<file path="config.mk">
export PLATFORM = sky130hd
export DESIGN_NAME = cmd_seq_regs
export DESIGN_NICKNAME = d
export VERILOG_FILES = /design/src/rtl/cmd_seq_pkg.sv /design/src/rtl/cmd_seq_regs.sv
export SDC_FILE = /design/constraint.sdc
export NUM_CORES = 1
export LEC_CHECK = 0
export BUFFER_PORTS_ARGS = -buffer_cell sky130_fd_sc_hd__clkbuf_2
export CORE_MARGIN = 1
export CORE_UTILIZATION = 40
export DETAILED_ROUTE_END_ITERATION = 7
export SLEW_MARGIN = 40
export SYNTH_ARGS = -nofsm -noshare
export SYNTH_HDL_FRONTEND = slang
export SYNTH_SLANG_ARGS = --single-unit
</file>
<file path="constraint.sdc">
create_clock -name CMD_CLK_IN -period 5.4 [get_ports CMD_CLK_IN]
set_input_delay 0.81 -clock CMD_CLK_IN [delete_from_list [all_inputs] [get_ports CMD_CLK_IN]]
set_output_delay 0.81 -clock CMD_CLK_IN [all_outputs]
set_load 0.05 [all_outputs]
</file>
<file path="src/rtl/cmd_seq_pkg.sv">
// command sequencer shared definitions
// register map, configuration fields, reset values and enums

package cmd_seq_pkg;

    localparam logic [7:0] VERSION = 8'h01;

    // byte addresses of the register map
    localparam int ADDR_VERSION   = 0;
    localparam int ADDR_START     = 1;  // write starts, read gives finish flag
    localparam int ADDR_CONF      = 2;
    localparam int ADDR_SIZE      = 3;  // 2 bytes little endian
    localparam int ADDR_REPEAT    = 5;  // 4 bytes
    localparam int ADDR_START_REP = 9;  // 2 bytes
    localparam int ADDR_STOP_REP  = 11; // 2 bytes
    localparam int ADDR_OUT_EN    = 13;
    localparam int ADDR_MEM_BASE  = 16;

    // bits of the configuration byte
    localparam int CONF_EXT_START   = 0;
    localparam int CONF_MODE_LSB    = 1;
    localparam int CONF_MODE_MSB    = 2;
    localparam int CONF_DIS_CLK_FWD = 3;
    localparam int CONF_DIS_PULSE   = 4;

    localparam logic [31:0] REPEAT_RESET = 32'd1;
    localparam logic [7:0]  OUT_EN_RESET = 8'hff;

    typedef enum logic [1:0] {
        IDLE     = 2'd0,
        SEND     = 2'd1,
        HOLD_ACK = 2'd2  // drain the output pipe, finish the handshake
    } seq_state_e;

    typedef enum logic [1:0] {
        MODE_POS          = 2'd0,
        MODE_NEG          = 2'd1,
        MODE_MANCH_IEEE   = 2'd2,  // low to high is a one
        MODE_MANCH_THOMAS = 2'd3   // high to low is a one
    } out_mode_e;

endpackage

</file>
<file path="src/rtl/cmd_seq_regs.sv">
// command sequencer register file
// holds the configuration bytes, decodes bus writes into start and
// memory strobes, and returns read data one cycle after bus_rd

`timescale 1ns/1ps

module cmd_seq_regs #(
    parameter int ABUSWIDTH    = 16,
    parameter int CMD_MEM_SIZE = 2048
) (
    input  logic                      CMD_CLK_IN,
    input  logic                      RST_CMD_CLK,
    input  logic [ABUSWIDTH-1:0]      bus_add,
    input  logic [7:0]                bus_data_in,
    input  logic                      bus_wr,
    input  logic                      bus_rd,
    output logic [7:0]                bus_data_out,
    input  logic [7:0]                mem_bus_data,
    input  logic                      ready,
    output logic                      bus_start,
    output logic                      mem_wr,
    output logic [15:0]               cmd_size,
    output logic [31:0]               repeat_count,
    output logic [15:0]               start_repeat,
    output logic [15:0]               stop_repeat,
    output logic [7:0]                out_en,
    output logic                      ext_start_en,
    output cmd_seq_pkg::out_mode_e    out_mode,
    output logic                      dis_clk_fwd,
    output logic                      dis_start_pulse
);

    logic [7:0] regs_q [16];
    logic       finish;
    logic       ready_q;     // for the rising edge of ready
    logic [7:0] rd_byte_q;
    logic       rd_mem_q;    // last read hit the memory

    assign bus_start = bus_wr && (bus_add == cmd_seq_pkg::ADDR_START);
    assign mem_wr    = bus_wr && (bus_add >= cmd_seq_pkg::ADDR_MEM_BASE)
                       && (bus_add < CMD_MEM_SIZE);

    always_ff @(posedge CMD_CLK_IN) begin
        if (RST_CMD_CLK) begin
            for (int i = 0; i < 16; i++) begin
                regs_q[i] <= 8'd0;
            end
            for (int k = 0; k < 4; k++) begin
                regs_q[cmd_seq_pkg::ADDR_REPEAT + k] <= cmd_seq_pkg::REPEAT_RESET[8*k +: 8];
            end
            regs_q[cmd_seq_pkg::ADDR_OUT_EN] <= cmd_seq_pkg::OUT_EN_RESET;
        end else if (bus_wr && (bus_add >= cmd_seq_pkg::ADDR_CONF)
                     && (bus_add < cmd_seq_pkg::ADDR_MEM_BASE)) begin
            regs_q[bus_add[3:0]] <= bus_data_in;
        end
    end

    // little endian multi-byte fields
    assign cmd_size     = {regs_q[cmd_seq_pkg::ADDR_SIZE + 1], regs_q[cmd_seq_pkg::ADDR_SIZE]};
    assign repeat_count = {regs_q[cmd_seq_pkg::ADDR_REPEAT + 3], regs_q[cmd_seq_pkg::ADDR_REPEAT + 2],
                           regs_q[cmd_seq_pkg::ADDR_REPEAT + 1], regs_q[cmd_seq_pkg::ADDR_REPEAT]};
    assign start_repeat = {regs_q[cmd_seq_pkg::ADDR_START_REP + 1],
                           regs_q[cmd_seq_pkg::ADDR_START_REP]};
    assign stop_repeat  = {regs_q[cmd_seq_pkg::ADDR_STOP_REP + 1],
                           regs_q[cmd_seq_pkg::ADDR_STOP_REP]};
    assign out_en       = regs_q[cmd_seq_pkg::ADDR_OUT_EN];

    assign ext_start_en    = regs_q[cmd_seq_pkg::ADDR_CONF][cmd_seq_pkg::CONF_EXT_START];
    assign dis_clk_fwd     = regs_q[cmd_seq_pkg::ADDR_CONF][cmd_seq_pkg::CONF_DIS_CLK_FWD];
    assign dis_start_pulse = regs_q[cmd_seq_pkg::ADDR_CONF][cmd_seq_pkg::CONF_DIS_PULSE];
    assign out_mode = cmd_seq_pkg::out_mode_e'(
        regs_q[cmd_seq_pkg::ADDR_CONF][cmd_seq_pkg::CONF_MODE_MSB:cmd_seq_pkg::CONF_MODE_LSB]);

    // finish flag, low while a bus-started sequence runs
    always_ff @(posedge CMD_CLK_IN) begin
        if (RST_CMD_CLK) begin
            finish  <= 1'b1;
            ready_q <= 1'b1;
        end else begin
            ready_q <= ready;
            if (bus_start)
                finish <= 1'b0;
            else if (ready && !ready_q)
                finish <= 1'b1;
        end
    end

    always_ff @(posedge CMD_CLK_IN) begin
        if (RST_CMD_CLK) begin
            rd_byte_q <= 8'd0;
            rd_mem_q  <= 1'b0;
        end else if (bus_rd) begin
            rd_mem_q <= (bus_add >= cmd_seq_pkg::ADDR_MEM_BASE) && (bus_add < CMD_MEM_SIZE);
            if (bus_add == cmd_seq_pkg::ADDR_VERSION)
                rd_byte_q <= cmd_seq_pkg::VERSION;
            else if (bus_add == cmd_seq_pkg::ADDR_START)
                rd_byte_q <= {7'd0, finish};
            else if (bus_add < cmd_seq_pkg::ADDR_MEM_BASE)
                rd_byte_q <= regs_q[bus_add[3:0]];
            else
                rd_byte_q <= 8'd0;  // memory or out of range
        end
    end

    // memory data is registered in cmd_seq_mem on the same bus_rd
    assign bus_data_out = rd_mem_q ? mem_bus_data : rd_byte_q;

    a_no_wr_rd: assert property (@(posedge CMD_CLK_IN) disable iff (RST_CMD_CLK)
        !(bus_wr && bus_rd));

endmodule

</file>
# Yosys cells after proc, flatten, opt, wreduce, memory -nomap -nowiden
# Memories as Yosys holds them, arrays and structs flattened.
# Index checks and enable logic that the tools add are counted.
[totals]
regBits = 11
latch_bits = 0
mem_bits_rw = 128
romBits = 0
input_bits = 37
out_inout_bits = 103
elab_cells = 45
memories = 1
[classes]
addsub = 0
mul = 0
div_mod_pow = 0
magnitude_cmp = 4
eq_ne = 1
shift = 0
n_mux = 19
n_bitwise = 5
reduce_logical = 11
[mem_list]
columns = ["memory", "depth", "width", "read_ports", "rd_clocked_by_memory_dff", "wr", "line_no", "text"]
rows = [
  ["regs_q", 16, 8, 13, 0, 16, "cmd_seq_regs.sv:33", "logic [7:0] regs_q [16];"],
]
[ops]
columns = ["op", "n"]
rows = [
  ["8-bit 2-to-1 mux", 10],
  ["16-bit by 1-bit equality test with 1-bit output, second input constant", 1],
  ["16-bit by 2-bit greater-or-equal comparator with 1-bit output, second input constant", 1],
  ["16-bit by 5-bit greater-or-equal comparator with 1-bit output, second input constant", 1],
  ["16-bit logical NOT", 1],
  ["16-bit by 12-bit < comparator with 1-bit output, second input constant", 1],
  ["16-bit by 5-bit < comparator with 1-bit output, second input constant", 1],
  ["1-bit 2-to-1 mux", 8],
  ["8-bit OR reduction", 1],
  ["1-bit logical AND", 7],
  ["1-bit OR", 5],
  ["4-bit 2-to-1 mux", 1],
  ["2-bit nonzero test", 1],
  ["1-bit logical NOT", 1],
]

# Longest topological paths before layout
# Gate-level depths: netlist of run 1.
[logic_depth]
word_depth = 8
ltp_mapped = 6
ltp_nobuf = 4

# Worst setup path after synthesis of run 1
# No wires, ideal clock.
[synth_path]
kind = "input to output"
startpoint = "in bus_add[15]"
endpoint = "out bus_start"
arrival_time_ns = 3.035
t_required_ns = 4.590
setup_slack_ns = 1.555
cell_stages = 3
path_buffers = 0
path_cell_list = "nor4_2 nand3_1 nor4_1"
[synth_via]
elab_chain_len = 2
[synth_rtl]
columns = ["item", "line_no", "text"]
rows = [
  ["from (decl)", "cmd_seq_regs.sv:13", "input logic [ABUSWIDTH-1:0] bus_add,"],
  ["16-bit by 1-bit equality test with 1-bit output", "cmd_seq_regs.sv:39", "assign bus_start = bus_wr && (bus_add == cmd_seq_pkg::ADDR_START);"],
  ["1-bit logical AND", "cmd_seq_regs.sv:39", ""],
  ["to (decl)", "cmd_seq_regs.sv:20", "output logic bus_start,"],
]
# Every way passes these cells.

# Worst setup path in the final report of run 1
[layout_path]
startpoint = "in bus_add[7]"
endpoint = "out bus_start"
# The elaborated chain is that of the path after synthesis.

==> flow_results.xml, run 1 <==
<?xml version="1.0" encoding="UTF-8"?>
<metrics>
  <group name="outcome">
    <metric name="run_status" unit="">finished clean</metric>
  </group>
  <group name="cts">
    <metric name="clock_tree_from_tritoncts" unit="">done</metric>
    <metric name="worst_skew_pair.late_latency" unit="ps">420</metric>
    <metric name="h-tree-depth" unit="">4</metric>
    <metric name="post-cts-setup-buffers" unit="">0</metric>
    <metric name="path_clk_slew" unit="ps">50</metric>
    <metric name="postCtsResizedCells" unit="">0</metric>
    <metric name="cts_inserted_buffers" unit="">17</metric>
    <metric name="clock-root-buffer" unit="">clkbuf_16</metric>
    <metric name="cts_hold_repair_buffers" unit="">0</metric>
    <metric name="clock_sink_count" unit="">137</metric>
    <metric name="clk_path_buf_depth" unit="">2</metric>
  </group>
  <group name="critical_path">
    <metric name="critical_path_fanout_max" unit="">14</metric>
    <metric name="path_delay_family" unit="">simple AND/OR/NAND/NOR gates</metric>
    <metric name="r2r-start" unit="">regs_q[7][0]</metric>
    <metric name="reg2reg_depth" unit="">4</metric>
    <metric name="setup.worst_path.end_class" unit="">primary output</metric>
    <metric name="setup_cp_type" unit="">in -&gt; out</metric>
    <metric name="cpPeakStageDelay" unit="ps">610</metric>
    <metric name="critical-path-slowest-cell" unit="">nor4_1</metric>
    <metric name="worstSetupStartpointType" unit="">primary input</metric>
    <metric name="critPathArrivalTime" unit="ps">2800</metric>
    <metric name="path_cells" unit="">clkbuf_2, nor4_1, nand2_1, nor4_1, clkbuf_2</metric>
    <metric name="destination_of_the_worst_register_to_register_timing_path" unit="">rd_byte_q[0]</metric>
    <metric name="internal_reg_to_reg_setup_slack" unit="ps">3260</metric>
    <metric name="path_buf_inv" unit="">2</metric>
    <metric name="worstPathRequired" unit="ps">4590</metric>
  </group>
  <group name="routing">
    <metric name="detailedRoute.firstIterationViolations" unit="">383</metric>
    <metric name="drc" unit="">0</metric>
    <metric name="detail-route-antenna-nets" unit="">0</metric>
    <metric name="routedWlPerCell" unit="microns">22.6</metric>
    <metric name="drt-pass1-iter-count" unit="">4</metric>
    <metric name="detailroute.via_count" unit="">4438</metric>
    <metric name="route.detailed.vias_per_inst" unit="">5.40</metric>
    <metric name="total_detailed_routing_wirelength" unit="microns">18600</metric>
  </group>
  <group name="yosys">
    <metric name="area_share_of_and_or_nand_nor_cells_after_synthesis" unit="%">18.8</metric>
    <metric name="post_synth_fa_ha_maj_area_fraction" unit="%">0</metric>
    <metric name="post_synth_inst_count" unit="">449</metric>
    <metric name="synthMuxAreaShare" unit="%">14.7</metric>
    <metric name="synth_enable_flop_cells" unit="">126</metric>
    <metric name="synth.top_cells.by_count" unit="">edfxtp_1, and2_1, nor2_1, mux4_2, nand2_1</metric>
    <metric name="yosys.cell_count.top_type" unit="">edfxtp_1</metric>
    <metric name="post_synth.cell_area_avg" unit="sq um">14.4</metric>
    <metric name="main_combinational_cell_family_by_area_after_synthesis" unit="">simple AND/OR/NAND/NOR gates</metric>
    <metric name="synthDominantCellAreaShare" unit="%">58.5</metric>
    <metric name="netlist_area_pre_place" unit="sq mm">0.00646</metric>
    <metric name="area_share_of_xor_xnor_cells_in_the_synthesized_design" unit="%">0</metric>
    <metric name="synth.top_cells.by_area" unit="">edfxtp_1, mux4_2, and2_1</metric>
    <metric name="portion_of_the_post_synthesis_area_used_by_sequential_elements" unit="%">61.9</metric>
    <metric name="synth-seq-cells" unit="">137</metric>
    <metric name="yosys_most_used_dff" unit="">edfxtp_1</metric>
    <metric name="dominant_cell_type_by_area_after_synthesis" unit="">edfxtp_1</metric>
    <metric name="synthesis.yosys.warnings" unit="">0</metric>
    <metric name="async_flop_share" unit="%">0</metric>
    <metric name="fraction_of_the_mapped_netlist_area_in_compound_gates" unit="%">2.15</metric>
    <metric name="ys_types" unit="">43</metric>
  </group>
  <group name="sta">
    <metric name="max_clock_freq" unit="MHz">277</metric>
    <metric name="worstMarginPinSlew" unit="ps">725</metric>
    <metric name="finClkSkew" unit="ps">5.48</metric>
    <metric name="period_minus_slack" unit="ps">3610</metric>
    <metric name="final_tns_setup" unit="ps">0</metric>
    <metric name="worst_slew_margin_rel" unit="%">51.0</metric>
    <metric name="setup_violations" unit="">0</metric>
    <metric name="drv_slew" unit="">0</metric>
    <metric name="post-route-period-util" unit="%">66.9</metric>
    <metric name="timing_hold_violations_final" unit="">0</metric>
    <metric name="grt_setup_unrepaired" unit="">no</metric>
  </group>
  <group name="grt">
    <metric name="initial_antenna_violation_count" unit="">0</metric>
    <metric name="largest_net_degree_at_the_start_of_global_routing" unit="">37</metric>
    <metric name="grt_remaining_overflow" unit="">0</metric>
    <metric name="track_usage" unit="%">23.2</metric>
    <metric name="first_global_vias" unit="">4360</metric>
    <metric name="grt_pass1_wl" unit="microns">27000</metric>
  </group>
  <group name="layout">
    <metric name="area_growth_syn_to_layout" unit="%">23.4</metric>
    <metric name="final_layout_size_suffix_gt1_share" unit="%">40.1</metric>
    <metric name="fin_nets" unit="">630</metric>
    <metric name="final_util" unit="%">50.4</metric>
    <metric name="num_antenna_cells" unit="">0</metric>
  </group>
  <group name="placed_design">
    <metric name="gp_congestion" unit="">0.860</metric>
    <metric name="place.detailed.hpwl" unit="microns">13600</metric>
    <metric name="io_buffer_count" unit="">139</metric>
  </group>
  <group name="hold_path">
    <metric name="hold_depth" unit="">2</metric>
    <metric name="min-delay-path-class" unit="">reg -&gt; reg</metric>
    <metric name="worst_hold_path.endpoint" unit="">rd_byte_q[7]</metric>
    <metric name="hp-start" unit="">rd_byte_q[7]</metric>
  </group>
  <group name="pwr">
    <metric name="p_total" unit="uW">2750</metric>
    <metric name="pwr_density_cell" unit="mW/mm^2">344</metric>
    <metric name="cellLeakagePower" unit="uW">0.00297</metric>
    <metric name="worst_ir_drop_vdd" unit="uV">221</metric>
  </group>
  <group name="die">
    <metric name="count_of_boundary_i_o_pins" unit="">140</metric>
    <metric name="height_of_the_die" unit="microns">129</metric>
    <metric name="core_area" unit="sq mm">0.0158</metric>
    <metric name="dieWidth" unit="microns">129</metric>
    <metric name="die-area" unit="sq mm">0.0167</metric>
    <metric name="num_rows" unit="">46</metric>
    <metric name="floorplan.initialDensity" unit="%">40.8</metric>
  </group>
  <group name="job">
    <metric name="drv.max_cap_violation_count" unit="">0</metric>
  </group>
</metrics>
## final cells by class
class | count | area, sq um
clock inverters | 9 | 82.6
clock buffers | 23 | 520
fillers | 1384 | 7850
inverters | 4 | 15.0
flip-flops and latches | 137 | 4000
repair buffers | 141 | 713
multi-input cells | 292 | 2370
well taps | 216 | 270
## layer usage
metal	track usage [%]	part of all wire [%]
met4	8.79	2.3
met5	0	0
met1	30.0	41
met2	38.2	51
met3	5.37	6.1
## layout by cell type, fill, tap and decap left out, types with 2 or more instances in the layout
cell,netlist,final
mux4_2,31,31
nand2_1,26,26
conb_1,1,14
or3_1,4,4
and2_1,57,57
clkinv_2,0,3
nor4_1,18,18
clkbuf_16,0,19
nor4_2,3,2
mux2i_1,7,7
clkbuf_8,0,3
nor3_1,6,6
inv_1,4,4
nand2b_1,12,12
nor3_2,3,3
dfxtp_1,11,11
buf_4,3,2
nor2b_1,6,6
nor2_1,38,38
nor4_4,3,4
clkbuf_2,0,138
o211ai_1,7,7
or2_2,8,8
o21ai_1,0,2
o21ai_2,1,2
edfxtp_1,126,126
inv_4,0,2
a31oi_1,2,2
mux2_2,16,16
a21o_1,2,2
nand3_1,11,11
## per-stage QoR
step | cells | hold slack [ps] | area (sq um) | worst slack (ps)
finish | 822 | 485 | 7980 | 1790
global route | 822 | 514 | 7980 | 1680
detailed placement | 790 | 473 | 7360 | 1670
global placement | 790 | 464 | 7360 | 1470
floorplan | 462 | 439 | 6510 | 1550
CTS | 822 | 487 | 7970 | 1830
## registers in the layout, summed over array words and instances, names as in the netlist
name / flops
regs_q: 126
ready_q: 1
rd_byte_q: 8
finish: 1
rd_mem_q: 1
## power by group
part / internal (uW) / total, uW / switching (uW)
Clock: 725 / 1160 / 434
Sequential: 1210 / 1240 / 30.5
Combinational: 92.7 / 346 / 253
## worst reg2reg max path: stages (launching register included)
cell and delay [ps]:
edfxtp_1 440, mux4_2 500, mux2_2 290, a2111oi_0 660
nor3_1 100
## worst max-delay path by stage
stage	startpoint	end	cells after the start	slack [ps]
floorplan	bus_add[15]	bus_start	3	1550
global placement	bus_add[14]	regs_q[5][3]	5	1470
detailed placement	bus_add[14]	regs_q[5][6]	5	1670
CTS	bus_add[7]	bus_start	5	1830
global route	bus_add[15]	bus_start	5	1680
finish	bus_add[7]	bus_start	5	1790
## logic make-up after synthesis
| group | count (synthesis) |
|---|---|
| and+or+nand+nor | 204 |
| muxes | 54 |
| DFF | 137 |
| AOI/OAI and AO/OA | 20 |
| buffers and inverters | 33 |
| other | 1 |
No activity file was read; power rests on OpenSTA's default activity.
==> run 2, diff against run 1 <==
==> constraint.sdc (replaced) <==
create_clock -name CMD_CLK_IN -period 3.4 [get_ports CMD_CLK_IN]
set_input_delay 0.51 -clock CMD_CLK_IN [delete_from_list [all_inputs] [get_ports CMD_CLK_IN]]
set_output_delay 0.51 -clock CMD_CLK_IN [all_outputs]
set_load 0.05 [all_outputs]
==> flow_results.xml, run 2 (same netlist as run 1, synthesis figures left out) <==
<?xml version="1.0" encoding="UTF-8"?>
<metrics>
  <group name="routing">
    <metric name="detailedRoute.firstIterationViolations" unit="">330</metric>
    <metric name="drc" unit="">0</metric>
    <metric name="route.detailed.vias_per_inst" unit="">5.29</metric>
    <metric name="drt-pass1-iter-count" unit="">8</metric>
    <metric name="detailroute.via_count" unit="">4467</metric>
    <metric name="detail-route-antenna-nets" unit="">0</metric>
    <metric name="routedWlPerCell" unit="microns">21.5</metric>
    <metric name="total_detailed_routing_wirelength" unit="microns">18200</metric>
  </group>
  <group name="sta">
    <metric name="period_minus_slack" unit="ps">2780</metric>
    <metric name="post-route-period-util" unit="%">81.8</metric>
    <metric name="drv_slew" unit="">0</metric>
    <metric name="finClkSkew" unit="ps">8.63</metric>
    <metric name="max_clock_freq" unit="MHz">359</metric>
    <metric name="setup_violations" unit="">0</metric>
    <metric name="worstMarginPinSlew" unit="ps">638</metric>
    <metric name="final_tns_setup" unit="ps">0</metric>
    <metric name="worst_slew_margin_rel" unit="%">57.1</metric>
    <metric name="timing_hold_violations_final" unit="">0</metric>
    <metric name="grt_setup_unrepaired" unit="">no</metric>
  </group>
  <group name="cts">
    <metric name="post-cts-setup-buffers" unit="">0</metric>
    <metric name="path_clk_slew" unit="ps">50</metric>
    <metric name="clock_sink_count" unit="">137</metric>
    <metric name="postCtsResizedCells" unit="">0</metric>
    <metric name="clock-root-buffer" unit="">clkbuf_16</metric>
    <metric name="clock_tree_from_tritoncts" unit="">done</metric>
    <metric name="h-tree-depth" unit="">4</metric>
    <metric name="clk_path_buf_depth" unit="">2</metric>
    <metric name="worst_skew_pair.late_latency" unit="ps">420</metric>
    <metric name="cts_inserted_buffers" unit="">17</metric>
    <metric name="cts_hold_repair_buffers" unit="">0</metric>
  </group>
  <group name="layout">
    <metric name="fill_cells" unit="">1353</metric>
    <metric name="num_antenna_cells" unit="">0</metric>
    <metric name="fin_nets" unit="">653</metric>
    <metric name="largest_registers" unit="">regs_q: 126 flops, rd_byte_q: 8 flops</metric>
    <metric name="layout_commonest_cell" unit="">clkbuf_2</metric>
    <metric name="final_area" unit="sq mm">0.00810</metric>
    <metric name="multiInputGateArea" unit="sq mm">0.00236</metric>
    <metric name="regMostFlops" unit="">regs_q</metric>
    <metric name="flip_flop_count_of_the_largest_register_after_layout" unit="">126</metric>
    <metric name="final_cell_mix" unit="">clkbuf_2, edfxtp_1, and2_1</metric>
    <metric name="area_growth_syn_to_layout" unit="%">25.3</metric>
    <metric name="area.sequential" unit="sq mm">0.00400</metric>
    <metric name="final_layout_size_suffix_gt1_share" unit="%">41.2</metric>
  </group>
  <group name="critical_path">
    <metric name="destination_of_the_worst_register_to_register_timing_path" unit="">rd_byte_q[0]</metric>
    <metric name="setup_cp_type" unit="">in -&gt; out</metric>
    <metric name="worstSetupStartpointType" unit="">primary input</metric>
    <metric name="worstPathRequired" unit="ps">2890</metric>
    <metric name="internal_reg_to_reg_setup_slack" unit="ps">1400</metric>
    <metric name="critical_path_fanout_max" unit="">4</metric>
    <metric name="r2r-start" unit="">regs_q[7][0]</metric>
    <metric name="critPathArrivalTime" unit="ps">2270</metric>
    <metric name="reg2reg_depth" unit="">4</metric>
    <metric name="setup.worst_path.end_class" unit="">primary output</metric>
  </group>
  <group name="placed_design">
    <metric name="io_buffer_count" unit="">139</metric>
    <metric name="place_area" unit="sq mm">0.00753</metric>
    <metric name="gp_congestion" unit="">0.803</metric>
    <metric name="place.detailed.hpwl" unit="microns">13600</metric>
  </group>
  <group name="hold_path">
    <metric name="hp-start" unit="">ready</metric>
    <metric name="hold_depth" unit="">2</metric>
    <metric name="worst_hold_path.endpoint" unit="">ready_q</metric>
    <metric name="min-delay-path-class" unit="">in -&gt; reg</metric>
  </group>
  <group name="die">
    <metric name="height_of_the_die" unit="microns">129</metric>
    <metric name="core_area" unit="sq mm">0.0158</metric>
    <metric name="dieWidth" unit="microns">129</metric>
    <metric name="num_rows" unit="">46</metric>
    <metric name="count_of_boundary_i_o_pins" unit="">140</metric>
    <metric name="die-area" unit="sq mm">0.0167</metric>
    <metric name="floorplan.initialDensity" unit="%">40.8</metric>
  </group>
  <group name="outcome">
    <metric name="run_status" unit="">finished clean</metric>
  </group>
  <group name="pwr">
    <metric name="pwr_density_cell" unit="mW/mm^2">526</metric>
    <metric name="cellLeakagePower" unit="uW">0.00305</metric>
    <metric name="worst_ir_drop_vdd" unit="uV">358</metric>
  </group>
  <group name="grt">
    <metric name="first_global_vias" unit="">4348</metric>
    <metric name="track_usage" unit="%">22.7</metric>
    <metric name="initial_antenna_violation_count" unit="">0</metric>
    <metric name="grt_pass1_wl" unit="microns">26700</metric>
    <metric name="largest_net_degree_at_the_start_of_global_routing" unit="">30</metric>
    <metric name="grt_remaining_overflow" unit="">0</metric>
  </group>
  <group name="job">
    <metric name="drv.max_cap_violation_count" unit="">0</metric>
  </group>
</metrics>
## run 2: how the worst max path moves through the flow
| stage | startpoint | end | slack [ps] |
|---|---|---|---|
| 2_1_floorplan | bus_add[15] | bus_start | 150 |
| 3_3_place_gp | bus_add[7] | regs_q[9][3] | 530 |
| 3_5_place_dp | bus_add[7] | regs_q[9][5] | 480 |
| 4_1_cts | bus_add[15] | bus_start | 610 |
| 5_1_grt | bus_add[7] | bus_start | 500 |
| 6_report | bus_add[15] | bus_start | 620 |
## run 2: worst max-delay path, stage by stage
cell and delay, ps:
clkbuf_2 130, nor4_2 530, nand3_1 210, nor4_1 510, clkbuf_2 370
## run 2: metal layers
layer  GRT usage [%]  share of wire (%)
met5               0                  0
met4            6.92                1.9
met3            5.53                7.6
met2            36.8                 50
met1            30.4                 41
## run 2: area by class of cell
cell class | count | share of cell area [%]
clock inverters | 1 | 0.0463
inverters | 4 | 0.185
clock buffers | 31 | 7.01
flip-flops and latches | 137 | 49.4
repair buffers | 164 | 10.9
multi-input cells | 292 | 29.1
well taps | 216 | 3.34
## run 2: through the flow
stage | std cells | util (%) | hold slack (ps) | power (uW) | setup slack (ps)
after floorplan | 462 | - | 439 | 2370 | 155
after global placement | 813 | 47.6 | 462 | 2560 | 531
after detailed placement | 813 | 47.6 | 472 | 2560 | 480
after CTS | 845 | 51.2 | 298 | 4280 | 612
after global routing | 845 | 51.2 | 305 | 4370 | 503
final | 845 | 51.2 | 310 | 4260 | 618
## run 2: power breakdown
group / internal (uW) / switching, uW
logic: 154 / 401
registers: 1920 / 48.2
clock network: 1110 / 628
==> run 3, diff against run 2 <==
==> constraint.sdc (replaced) <==
create_clock -name CMD_CLK_IN -period 2.4 [get_ports CMD_CLK_IN]
set_input_delay 0.36 -clock CMD_CLK_IN [delete_from_list [all_inputs] [get_ports CMD_CLK_IN]]
set_output_delay 0.36 -clock CMD_CLK_IN [all_outputs]
set_load 0.05 [all_outputs]
==> flow_results.xml, run 3 (same netlist as run 1, synthesis figures left out) <==
<?xml version="1.0" encoding="UTF-8"?>
<metrics>
  <group name="outcome">
    <metric name="run_status" unit="">finished clean</metric>
  </group>
  <group name="layout">
    <metric name="largest_registers" unit="">regs_q: 126 flops, rd_byte_q: 8 flops</metric>
    <metric name="num_antenna_cells" unit="">0</metric>
    <metric name="fin_nets" unit="">672</metric>
    <metric name="flip_flop_count_of_the_largest_register_after_layout" unit="">126</metric>
    <metric name="final_cells" unit="">864</metric>
    <metric name="regMostFlops" unit="">regs_q</metric>
    <metric name="final_area" unit="sq mm">0.00833</metric>
    <metric name="final_layout_size_suffix_gt1_share" unit="%">44.6</metric>
    <metric name="final_cell_mix" unit="">clkbuf_2, edfxtp_1, and2_1</metric>
    <metric name="layout_commonest_cell" unit="">clkbuf_2</metric>
    <metric name="fill_cells" unit="">1371</metric>
    <metric name="area_growth_syn_to_layout" unit="%">28.8</metric>
  </group>
  <group name="critical_path">
    <metric name="critPathArrivalTime" unit="ps">1880</metric>
    <metric name="worstPathRequired" unit="ps">2040</metric>
    <metric name="setup_cp_type" unit="">in -&gt; out</metric>
    <metric name="worstSetupStartpointType" unit="">primary input</metric>
    <metric name="internal_reg_to_reg_setup_slack" unit="ps">410</metric>
    <metric name="critical_path_fanout_max" unit="">13</metric>
    <metric name="setup.worst_path.end_class" unit="">primary output</metric>
  </group>
  <group name="pwr">
    <metric name="worst_ir_drop_vdd" unit="uV">452</metric>
    <metric name="cellLeakagePower" unit="uW">0.00316</metric>
    <metric name="power_switching" unit="uW">1760</metric>
    <metric name="share_clk_of_total_power" unit="%">40.7</metric>
    <metric name="power.internal" unit="uW">4320</metric>
    <metric name="power.share.sequential" unit="%">45.9</metric>
    <metric name="p_total" unit="uW">6080</metric>
    <metric name="comb_power_share" unit="%">13.4</metric>
    <metric name="power.switching_fraction" unit="%">28.9</metric>
    <metric name="pwr_density_cell" unit="mW/mm^2">730</metric>
  </group>
  <group name="sta">
    <metric name="post-route-period-util" unit="%">93.3</metric>
    <metric name="setup_violations" unit="">0</metric>
    <metric name="worst_slew_margin_rel" unit="%">66.5</metric>
    <metric name="max_clock_freq" unit="MHz">447</metric>
    <metric name="finalHoldWorstSlack" unit="ps">168</metric>
    <metric name="worst_slack" unit="ps">161</metric>
    <metric name="grt_setup_unrepaired" unit="">no</metric>
    <metric name="timing_hold_violations_final" unit="">0</metric>
    <metric name="worstMarginPinSlew" unit="ps">501</metric>
    <metric name="finClkSkew" unit="ps">5.19</metric>
    <metric name="period_minus_slack" unit="ps">2240</metric>
    <metric name="drv_slew" unit="">0</metric>
  </group>
  <group name="die">
    <metric name="height_of_the_die" unit="microns">129</metric>
    <metric name="core_area" unit="sq mm">0.0158</metric>
    <metric name="floorplan.initialDensity" unit="%">40.8</metric>
    <metric name="num_rows" unit="">46</metric>
    <metric name="die-area" unit="sq mm">0.0167</metric>
    <metric name="dieWidth" unit="microns">129</metric>
    <metric name="count_of_boundary_i_o_pins" unit="">140</metric>
  </group>
  <group name="grt">
    <metric name="first_global_vias" unit="">4445</metric>
    <metric name="grt_pass1_wl" unit="microns">27000</metric>
    <metric name="initial_antenna_violation_count" unit="">0</metric>
    <metric name="track_usage" unit="%">22.9</metric>
    <metric name="grt_remaining_overflow" unit="">0</metric>
    <metric name="largest_net_degree_at_the_start_of_global_routing" unit="">25</metric>
  </group>
  <group name="job">
    <metric name="drv.max_cap_violation_count" unit="">0</metric>
  </group>
  <group name="placed_design">
    <metric name="placement.setup.worst_slack" unit="ps">-45.8</metric>
    <metric name="gp_congestion" unit="">0.853</metric>
    <metric name="place_area" unit="sq mm">0.00777</metric>
    <metric name="io_buffer_count" unit="">139</metric>
    <metric name="dpl.cell_count" unit="">832</metric>
    <metric name="place.detailed.hpwl" unit="microns">13800</metric>
  </group>
  <group name="routing">
    <metric name="drc" unit="">0</metric>
    <metric name="drt-pass1-iter-count" unit="">5</metric>
    <metric name="detailroute.via_count" unit="">4612</metric>
    <metric name="routedWlPerCell" unit="microns">21.5</metric>
    <metric name="total_detailed_routing_wirelength" unit="microns">18500</metric>
    <metric name="detailedRoute.firstIterationViolations" unit="">333</metric>
    <metric name="route.detailed.vias_per_inst" unit="">5.34</metric>
    <metric name="detail-route-antenna-nets" unit="">0</metric>
  </group>
  <group name="cts">
    <metric name="cts_hold_repair_buffers" unit="">0</metric>
    <metric name="clock_sink_count" unit="">137</metric>
    <metric name="clk_path_buf_depth" unit="">2</metric>
    <metric name="cts_inserted_buffers" unit="">17</metric>
    <metric name="clock_tree_from_tritoncts" unit="">done</metric>
    <metric name="h-tree-depth" unit="">4</metric>
    <metric name="path_clk_slew" unit="ps">60</metric>
    <metric name="post-cts-setup-buffers" unit="">0</metric>
    <metric name="clock-root-buffer" unit="">clkbuf_16</metric>
    <metric name="postCtsResizedCells" unit="">0</metric>
    <metric name="worst_skew_pair.late_latency" unit="ps">420</metric>
  </group>
  <group name="hold_path">
    <metric name="min-delay-path-class" unit="">in -&gt; reg</metric>
  </group>
</metrics>
-- run 3: cell types whose count changed in the layout (fill, tap and decap cells not counted), sizes merged --
cell / delta
clkinv: +1
clkinvlp: +4
buf: +20
clkbuf: -15
inv: +9
-- run 3: power groups by stage --
stage | combinational [uW] | clock (uW) | sequential (uW)
3_5_place_dp | 816 | 0 | 2840
6_report | 815 | 2470 | 2790
5_1_grt | 849 | 2590 | 2800
4_1_cts | 818 | 2500 | 2790
3_3_place_gp | 811 | 0 | 2840
2_1_floorplan | 262 | 0 | 3100
-- run 3: final timing paths --
kind / startpoint / to / cells after the start
max: bus_add[15] / bus_start / 7
min reg2reg: rd_byte_q[2] / rd_byte_q[2] / 2
max reg2reg: regs_q[5][0] / rd_byte_q[0] / 5
min: ready / ready_q / 2
-- run 3: critical path: stages --
cell and delay [ps]:
clkbuf_2 130, nor4_2 470, nand3_1 130, buf_4 200, nor4_2 260, buf_4 170, buf_12 130
-- run 3: final cells by class --
class                   count  area, sq um  area share [%]
well taps                 216          270            3.25
clock inverters            15          134            1.61
flip-flops and latches    137         4000            48.1
repair buffers            183         1090            13.1
inverters                   4         15.0           0.180
multi-input cells         292         2390            28.7
clock buffers              17          425            5.11
-- run 3: layer usage --
metal / global-route usage [%] / part of all wire, %
met3: 3.92 / 5.2
met4: 6.78 / 1.3
met2: 39.2 / 52
met1: 30.0 / 42
met5: 0 / 0
-- run 3: metrics by stage --
stage | TNS [ps] | util, %
4_1_cts | 0 | 52.6
6_report | 0 | 52.6
3_5_place_dp | -548 | 49.1
3_3_place_gp | 0 | 49.1
2_1_floorplan | 0 | -
5_1_grt | 0 | 52.6
